File: src/cpuCtrlPkg.sv
`default_nettype none

package cpuCtrlPkg;

	localparam int OPCODE_W = 6;
	localparam int ALUOP_W = 5;
	localparam int ALUSRC_W = 2;
	localparam int MEMTOREG_W = 2;
	localparam int MEMOUT_W = 2;

	// opcodes of the kept instruction groups
	localparam logic [OPCODE_W-1:0] OP_NOP = 6'b000000;
	localparam logic [OPCODE_W-1:0] OP_HALT = 6'b000001;
	localparam logic [OPCODE_W-1:0] OP_ADD = 6'b000010;
	localparam logic [OPCODE_W-1:0] OP_ADDI = 6'b000011;
	localparam logic [OPCODE_W-1:0] OP_SUB = 6'b000100;
	localparam logic [OPCODE_W-1:0] OP_SUBI = 6'b000101;
	localparam logic [OPCODE_W-1:0] OP_MULT = 6'b000110;
	localparam logic [OPCODE_W-1:0] OP_DIV = 6'b000111;
	localparam logic [OPCODE_W-1:0] OP_SLT = 6'b001000;
	localparam logic [OPCODE_W-1:0] OP_SHR = 6'b001001;
	localparam logic [OPCODE_W-1:0] OP_SHL = 6'b001010;
	localparam logic [OPCODE_W-1:0] OP_LW = 6'b001011;
	localparam logic [OPCODE_W-1:0] OP_LI = 6'b001100;
	localparam logic [OPCODE_W-1:0] OP_SW = 6'b001101;
	localparam logic [OPCODE_W-1:0] OP_JUMP = 6'b001110;
	localparam logic [OPCODE_W-1:0] OP_JR = 6'b001111;
	localparam logic [OPCODE_W-1:0] OP_XOR = 6'b010000;
	localparam logic [OPCODE_W-1:0] OP_AND = 6'b010001;
	localparam logic [OPCODE_W-1:0] OP_OR = 6'b010010;
	localparam logic [OPCODE_W-1:0] OP_NOT = 6'b010011;
	localparam logic [OPCODE_W-1:0] OP_XORI = 6'b010100;
	localparam logic [OPCODE_W-1:0] OP_ANDI = 6'b010101;
	localparam logic [OPCODE_W-1:0] OP_ORI = 6'b010110;
	localparam logic [OPCODE_W-1:0] OP_BEQ = 6'b010111;
	localparam logic [OPCODE_W-1:0] OP_BNEQ = 6'b011000;
	localparam logic [OPCODE_W-1:0] OP_BEQZ = 6'b011001;
	localparam logic [OPCODE_W-1:0] OP_BNEQZ = 6'b011010;
	localparam logic [OPCODE_W-1:0] OP_BGT = 6'b011011;
	localparam logic [OPCODE_W-1:0] OP_BLT = 6'b011100;
	localparam logic [OPCODE_W-1:0] OP_BGTZ = 6'b011101;
	localparam logic [OPCODE_W-1:0] OP_BLTZ = 6'b011110;
	localparam logic [OPCODE_W-1:0] OP_IN = 6'b011111;
	localparam logic [OPCODE_W-1:0] OP_OUT = 6'b100000;
	localparam logic [OPCODE_W-1:0] OP_JAL = 6'b100001;
	localparam logic [OPCODE_W-1:0] OP_SEND = 6'b110011; // gap holds the retired OS ops
	localparam logic [OPCODE_W-1:0] OP_RECV = 6'b110100;

	// ALU operations
	localparam logic [ALUOP_W-1:0] ALU_ADD = 5'b00000;
	localparam logic [ALUOP_W-1:0] ALU_SUB = 5'b00001;
	localparam logic [ALUOP_W-1:0] ALU_MUL = 5'b00010;
	localparam logic [ALUOP_W-1:0] ALU_DIV = 5'b00011;
	localparam logic [ALUOP_W-1:0] ALU_NOT = 5'b00100;
	localparam logic [ALUOP_W-1:0] ALU_AND = 5'b00101;
	localparam logic [ALUOP_W-1:0] ALU_OR = 5'b00110;
	localparam logic [ALUOP_W-1:0] ALU_XOR = 5'b00111;
	localparam logic [ALUOP_W-1:0] ALU_SHL = 5'b01000;
	localparam logic [ALUOP_W-1:0] ALU_SHR = 5'b01001;
	localparam logic [ALUOP_W-1:0] ALU_SLT = 5'b01010;
	localparam logic [ALUOP_W-1:0] ALU_SGT = 5'b01011;
	localparam logic [ALUOP_W-1:0] ALU_EQ = 5'b01100;
	localparam logic [ALUOP_W-1:0] ALU_NEQ = 5'b01111; // not contiguous with EQ

	localparam logic [ALUSRC_W-1:0] ASRC_REG = 2'b00; // second operand from rt
	localparam logic [ALUSRC_W-1:0] ASRC_IMM = 2'b01;

	localparam logic [MEMTOREG_W-1:0] MTG_ALU = 2'b00;
	localparam logic [MEMTOREG_W-1:0] MTG_MEM = 2'b01;

	localparam logic [MEMOUT_W-1:0] MO_NONE = 2'b00;
	localparam logic [MEMOUT_W-1:0] MO_PORT = 2'b01; // input port value
	localparam logic [MEMOUT_W-1:0] MO_UART = 2'b10; // received serial byte

endpackage

`default_nettype wire

File: src/datapathDecoder.sv
`timescale 1ns/1ps
`default_nettype none

module datapathDecoder (
	input logic [cpuCtrlPkg::OPCODE_W-1:0] opcode,
	output logic regWrite,
	output logic regDst,
	output logic [cpuCtrlPkg::ALUSRC_W-1:0] aluSrc,
	output logic [cpuCtrlPkg::MEMTOREG_W-1:0] memToReg,
	output logic memWrite,
	output logic [cpuCtrlPkg::ALUOP_W-1:0] aluOp
);
	import cpuCtrlPkg::*;

	// register file, operand and memory controls
	always_comb
	begin
		regWrite = 1'b0;
		regDst = 1'b0;
		aluSrc = ASRC_REG;
		memToReg = MTG_ALU;
		memWrite = 1'b0;
		case (opcode)
			OP_ADD, OP_SUB, OP_MULT, OP_DIV, OP_SLT, OP_XOR, OP_AND, OP_OR:
			begin
				regWrite = 1'b1;
				regDst = 1'b1; // write to rd
			end
			OP_SHR, OP_SHL, OP_NOT, OP_JAL:
			begin
				regWrite = 1'b1;
			end
			OP_ADDI, OP_SUBI, OP_XORI, OP_ANDI, OP_ORI, OP_LI, OP_IN, OP_RECV:
			begin
				regWrite = 1'b1;
				aluSrc = ASRC_IMM;
			end
			OP_LW:
			begin
				regWrite = 1'b1;
				aluSrc = ASRC_IMM; // base plus offset
				memToReg = MTG_MEM;
			end
			OP_SW:
			begin
				memWrite = 1'b1;
				aluSrc = ASRC_IMM;
			end
			OP_OUT, OP_SEND:
			begin
				aluSrc = ASRC_IMM;
				memToReg = MTG_MEM; // data word read from memory
			end
			OP_JUMP:
			begin
				aluSrc = ASRC_IMM;
			end
			default:
			begin
				// nop, halt, jr, branches and unknown ops keep the idle values
			end
		endcase
	end

	// ALU operation with the branch comparisons
	always_comb
	begin
		case (opcode)
			OP_SUB, OP_SUBI:
				aluOp = ALU_SUB;
			OP_MULT:
				aluOp = ALU_MUL;
			OP_DIV:
				aluOp = ALU_DIV;
			OP_NOT:
				aluOp = ALU_NOT;
			OP_AND, OP_ANDI:
				aluOp = ALU_AND;
			OP_OR, OP_ORI:
				aluOp = ALU_OR;
			OP_XOR, OP_XORI:
				aluOp = ALU_XOR;
			OP_SHL:
				aluOp = ALU_SHL;
			OP_SHR:
				aluOp = ALU_SHR;
			OP_SLT, OP_BLT, OP_BLTZ:
				aluOp = ALU_SLT;
			OP_BGT, OP_BGTZ:
				aluOp = ALU_SGT;
			OP_BEQ, OP_BEQZ:
				aluOp = ALU_EQ; // zero forms compare against r0
			OP_BNEQ, OP_BNEQZ:
				aluOp = ALU_NEQ;
			default:
				aluOp = ALU_ADD; // also address and pass-through ops
		endcase
	end

endmodule

`default_nettype wire

File: src/flowDecoder.sv
`timescale 1ns/1ps
`default_nettype none

module flowDecoder (
	input logic [cpuCtrlPkg::OPCODE_W-1:0] opcode,
	output logic pcSrc,
	output logic jump,
	output logic jumpReg,
	output logic jumpAndLink
);
	import cpuCtrlPkg::*;

	// program counter steering
	always_comb
	begin
		pcSrc = 1'b0;
		jump = 1'b0;
		jumpReg = 1'b0;
		jumpAndLink = 1'b0;
		case (opcode)
			OP_BEQ, OP_BNEQ, OP_BEQZ, OP_BNEQZ, OP_BGT, OP_BLT, OP_BGTZ, OP_BLTZ:
				pcSrc = 1'b1; // taken only if the ALU compare holds
			OP_JUMP:
				jump = 1'b1;
			OP_JR:
				jumpReg = 1'b1;
			OP_JAL:
				jumpAndLink = 1'b1; // link register written by datapath
			default:
				pcSrc = 1'b0;
		endcase
	end

endmodule

`default_nettype wire

File: src/ioDecoder.sv
`timescale 1ns/1ps
`default_nettype none

module ioDecoder (
	input logic [cpuCtrlPkg::OPCODE_W-1:0] opcode,
	input logic ioFlag,
	input logic uartFlag,
	output logic portOut,
	output logic uartWrite,
	output logic halt,
	output logic [cpuCtrlPkg::MEMOUT_W-1:0] memOut
);
	import cpuCtrlPkg::*;

	logic isIn;
	logic isOut;
	logic isRecv;

	assign isIn = (opcode == OP_IN);
	assign isOut = (opcode == OP_OUT);
	assign isRecv = (opcode == OP_RECV);

	// stall while the port or the serial receiver is not ready
	assign halt = (opcode == OP_HALT)
		| ((isIn | isOut) & ioFlag)
		| (isRecv & uartFlag);

	assign portOut = isOut;
	assign uartWrite = (opcode == OP_SEND);

	// writeback source for external input
	always_comb
	begin
		if (isIn)
			memOut = MO_PORT;
		else if (isRecv)
			memOut = MO_UART;
		else
			memOut = MO_NONE;
	end

endmodule

`default_nettype wire

File: src/controlUnit.sv
`timescale 1ns/1ps
`default_nettype none

module controlUnit (
	input logic [cpuCtrlPkg::OPCODE_W-1:0] opcode,
	input logic ioFlag,
	input logic uartFlag,
	output logic regWrite,
	output logic regDst,
	output logic [cpuCtrlPkg::ALUSRC_W-1:0] aluSrc,
	output logic [cpuCtrlPkg::MEMTOREG_W-1:0] memToReg,
	output logic memWrite,
	output logic [cpuCtrlPkg::ALUOP_W-1:0] aluOp,
	output logic pcSrc,
	output logic jump,
	output logic jumpReg,
	output logic jumpAndLink,
	output logic portOut,
	output logic [cpuCtrlPkg::MEMOUT_W-1:0] memOut,
	output logic uartWrite,
	output logic halt
);

	datapathDecoder datapathDecoder_inst (
		.opcode(opcode),
		.regWrite(regWrite),
		.regDst(regDst),
		.aluSrc(aluSrc),
		.memToReg(memToReg),
		.memWrite(memWrite),
		.aluOp(aluOp)
	);

	// branch and jump selects
	flowDecoder flowDecoder_inst (
		.opcode(opcode),
		.pcSrc(pcSrc),
		.jump(jump),
		.jumpReg(jumpReg),
		.jumpAndLink(jumpAndLink)
	);

	// port, serial and halt handling
	ioDecoder ioDecoder_inst (
		.opcode(opcode),
		.ioFlag(ioFlag),
		.uartFlag(uartFlag),
		.portOut(portOut),
		.uartWrite(uartWrite),
		.halt(halt),
		.memOut(memOut)
	);

endmodule

`default_nettype wire

File: config.mk
export PLATFORM = sky130hd
export DESIGN_NAME = controlUnit
export DESIGN_NICKNAME = d
export VERILOG_FILES = /design/src/cpuCtrlPkg.sv /design/src/datapathDecoder.sv /design/src/flowDecoder.sv /design/src/ioDecoder.sv /design/src/controlUnit.sv
export SDC_FILE = /design/constraint.sdc
export NUM_CORES = 1
export LEC_CHECK = 0
export ABC_AREA = 1
export ABC_CLOCK_PERIOD_IN_PS = 950
export BUFFER_PORTS_ARGS = -buffer_cell sky130_fd_sc_hd__buf_2
export CAP_MARGIN = 15
export CORE_MARGIN = 2
export CORE_UTILIZATION = 45
export DETAILED_ROUTE_END_ITERATION = 12
export PLACE_DENSITY = 0.79
export SYNTH_ARGS = -nofsm -noshare
export SYNTH_HDL_FRONTEND = slang
export SYNTH_HIERARCHICAL = 1
export SYNTH_SLANG_ARGS = --single-unit
File: constraint.sdc
create_clock -name vclk -period 0.95
set_input_delay 0.19 -clock vclk [all_inputs]
set_output_delay 0.19 -clock vclk [all_outputs]
set_load 0.01 [all_outputs]
==> results of run 1 <==
==> what timing repair did <==
action / CTS
cloned: 1
setup buffers: 2
gates resized for setup: 81
endpoints found under the setup margin: 18
pin swaps: 23
==> cells by family after synthesis <==
kind of cell	count (synthesis)	synth area share [%]
simple gates	97	69.51
buf+inv	29	20.79
compound gates	9	9.108
other cells	1	0.5935
==> stage by stage <==
| step | instance area (um^2) | hold slack (ns) | utilization (%) | TNS [ns] | std cells |
|---|---|---|---|---|---|
| after floorplan | 680.7 | 0.4314 | - | -0.09861 | 138 |
| after detailed placement | 937.1 | 0.6615 | 72.02 | -5.252 | 195 |
| after global placement | 937.1 | 0.6607 | 72.02 | -4.900 | 195 |
| after CTS | 1240 | 0.6640 | 95.29 | -2.448 | 197 |
==> results.sh, run 1 <==
export IMPL_synth_top_cells_by_count="nand2_1, nand3_1, nor2_1"
export IMPL_routabilityCongestion=0.9579
export IMPL_numPortBuffers=26
export IMPL_syn_area_um2=631.9
export IMPL_synth_top_area_cell="nand3_1"
export IMPL_place_ws_ns=-0.3987
export IMPL_grt_start_max_net_pins=12
export IMPL_failing_step="global routing (5_1_grt)"
export IMPL_fp_dieH_um=41.47
export IMPL_synth_warnings=6
export IMPL_status="stopped before the end"
export IMPL_io_pins=29
export IMPL_synth_avg_cell_area_um2=4.646
export IMPL_worst_endpoint="aluOp[0]"
export IMPL_synth_area_top_cells="nand3_1, nand2_1, nor2_1"
export IMPL_synth_most_common_cell="nand2_1"
export IMPL_dp_hpwl_um=1729
export IMPL_die_width_um=41.47
export IMPL_synth_top_area_share_pct=21.39
export IMPL_seq_area_frac_synth_pct=0
export IMPL_post_synth_num_cell_types=22
export IMPL_num_rows=13
export IMPL_ctsHoldBuffers=0
export IMPL_first_error="[ERROR DPL-0038] Utilization greater than 100%, impossible to legalize"
export IMPL_start_util_pct=48.56
export IMPL_worstEndpointType="primary output"
export IMPL_synth_cells=136
==> run 2, diff against run 1 <==
- ABC_CLOCK_PERIOD_IN_PS: 950 -> 1230
- CORE_AREA: not set -> 2 2 63 65
- CORE_MARGIN: 2 -> not set
- CORE_UTILIZATION: 45 -> not set
- DIE_AREA: not set -> 0 0 65 67
- PLACE_DENSITY: 0.79 -> not set
- PLACE_DENSITY_LB_ADDON: not set -> 0.15
- clock period: 0.95 -> 1.23 ns (I/O delays scaled with it)
==> run 2 against run 1 <==
- the flow now finishes, with violations (setup timing)
- area after synthesis did not move
- synthesized cell count did not move
==> results.sh, run 2 <==
export IMPL_status="complete, but fails checks"
export IMPL_failed_checks="setup timing"
export IMPL_drc_errors=0
export IMPL_fin_util_pct=34.98
export IMPL_layout_nets=197
export IMPL_wl_um=2576
export IMPL_synth_top_cells_by_count="nand2_1, nand3_1, nor2_1"
export IMPL_start_util_pct=17.52
export IMPL_critical_path_class="input port to output port"
export IMPL_fp_dieH_um=67
export IMPL_ant_nets=0
export IMPL_synth_cells=136
export IMPL_fin_ws_ns=-0.1604
export IMPL_grt_pass1_vias=1051
export IMPL_cp_start_kind="input port"
export IMPL_drv_cap=0
export IMPL_endpoint_kind="output port"
export IMPL_path_cells="buf_12, buf_8, nor2_4, buf_4, a22oi_1, o21ai_1, buf_2"
export IMPL_hold_ws_ns=0.7827
export IMPL_antenna_found_initial=0
export IMPL_io_pins=29
export IMPL_crit_family="buffers and inverters"
export IMPL_dr_total_vias=1050
export IMPL_p_per_area_nw_per_um2=303.6
export IMPL_critPathMaxStageDelay_ns=0.19
export IMPL_grt_use_total_pct=12.93
export IMPL_grt_ovfl_total=0
export IMPL_syn_area_um2=631.9
export IMPL_nClkBuffers=0
export IMPL_hold_viol=0
export IMPL_synth_warnings=6
export IMPL_rsz0062_at_grt="yes"
export IMPL_synth_avg_cell_area_um2=4.646
export IMPL_dp_hpwl_um=2002
export IMPL_place_area_um2=975.9
export IMPL_hp_class="input port to output port"
export IMPL_num_rows=22
export IMPL_die_width_um=65
export IMPL_wire_per_inst_um=10.96
export IMPL_diodes=0
export IMPL_synth_most_common_cell="nand2_1"
export IMPL_die_area_um2=4355
export IMPL_vdd_drop_max_v=0.0001829
export IMPL_mostFrequentLayoutCells="nand2_1, nand3_1, buf_4, buf_2, inv_1"
export IMPL_seq_area_frac_synth_pct=0
export IMPL_arrival_ns=1.14
export IMPL_drt_pass1_iterations=4
export IMPL_area_growth_pct=99.60
export IMPL_slowest_stage="nor2_4"
export IMPL_seq_area_um2=0
export IMPL_critPathMaxFanout=6
export IMPL_period_needed_ns=1.390
export IMPL_p_leak_uw=0.0006980
export IMPL_design_seq_count=0
export IMPL_crit_buf_inv=4
export IMPL_synth_top_area_share_pct=21.39
export IMPL_post_synth_num_cell_types=22
export IMPL_core_area_um2=3606
export IMPL_fmax_mhz=719.2
export IMPL_finalCritPeriodShare_pct=113.0
export IMPL_final_common_cell="nand2_1"
export IMPL_numPortBuffers=26
export IMPL_grt_start_max_net_pins=9
export IMPL_slew_viol_final=0
export IMPL_dr_first_iter_drc_count=43
export IMPL_setup_violations=7
export IMPL_routabilityCongestion=0.8582
export IMPL_fin_area_um2=1261
export IMPL_drive_gt1_share_pct=54.01
export IMPL_synth_top_area_cell="nand3_1"
export IMPL_grt_pass1_wl_um=4636
export IMPL_synth_area_top_cells="nand3_1, nand2_1, nor2_1"
export IMPL_routed_via_density=4.468
export IMPL_crit_required_ns=0.98
==> run 2: timing repair <==
item	in CTS	in global routing
hold buffers	0	0
buffers inserted	0	2
endpoints found under the setup margin	16	16
pin swaps	13	14
hold endpoints to repair	0	0
gates resized for setup	61	18
cloned	1	0
==> run 2: layer usage <==
metal  track usage, %  vias up  wire, um
met3           0.6757        0       153
li1                 -      530         -
met4           0.2660        0         0
met2            26.03       37      1369
met5                0        -         0
met1            15.70      483      1054
==> run 2: through the flow <==
step / TNS [ns] / setup WS [ns] / std cells / power (uW)
6_report: -0.7511 / -0.1604 / 235 / 382.9
3_3_place_gp: -1.728 / -0.2075 / 232 / 285.1
5_1_grt: -1.443 / -0.2344 / 235 / 417.9
2_1_floorplan: 0 / 0.05319 / 138 / 144.1
3_5_place_dp: -1.622 / -0.2020 / 232 / 282.8
4_1_cts: -0.4507 / -0.1194 / 233 / 355.7
==> run 2: area by class of cell <==
class                      count  area, um^2
fill                         422        2345
multi-input combinational    109       633.1
timing repair buffer          54       473.0
tap                           48       60.06
inverter                      24       95.09
==> run 2: power breakdown <==
part           internal (uW)  switching (uW)  leakage [uW]
Combinational            181             202      0.000698
Clock                      0               0             0
Sequential                 0               0             0
Total                    181             202      0.000698
==> run 2: final timing paths <==
check	startpoint	endpoint	slack, ns	depth (start not counted)
setup / recovery	opcode[3]	aluOp[1]	-0.16	7
hold / removal	ioFlag	halt	0.78	4
==> run 2: kinds of logic (layout without fill, tap and decap cells) <==
logic type	after synthesis	in the layout	synth area share (%)
simple gates	97	97	69.51
buf+inv	29	78	20.79
compound gates	9	9	9.108
other cells	1	3	0.5935
Power figures use the tool's default switching activity.
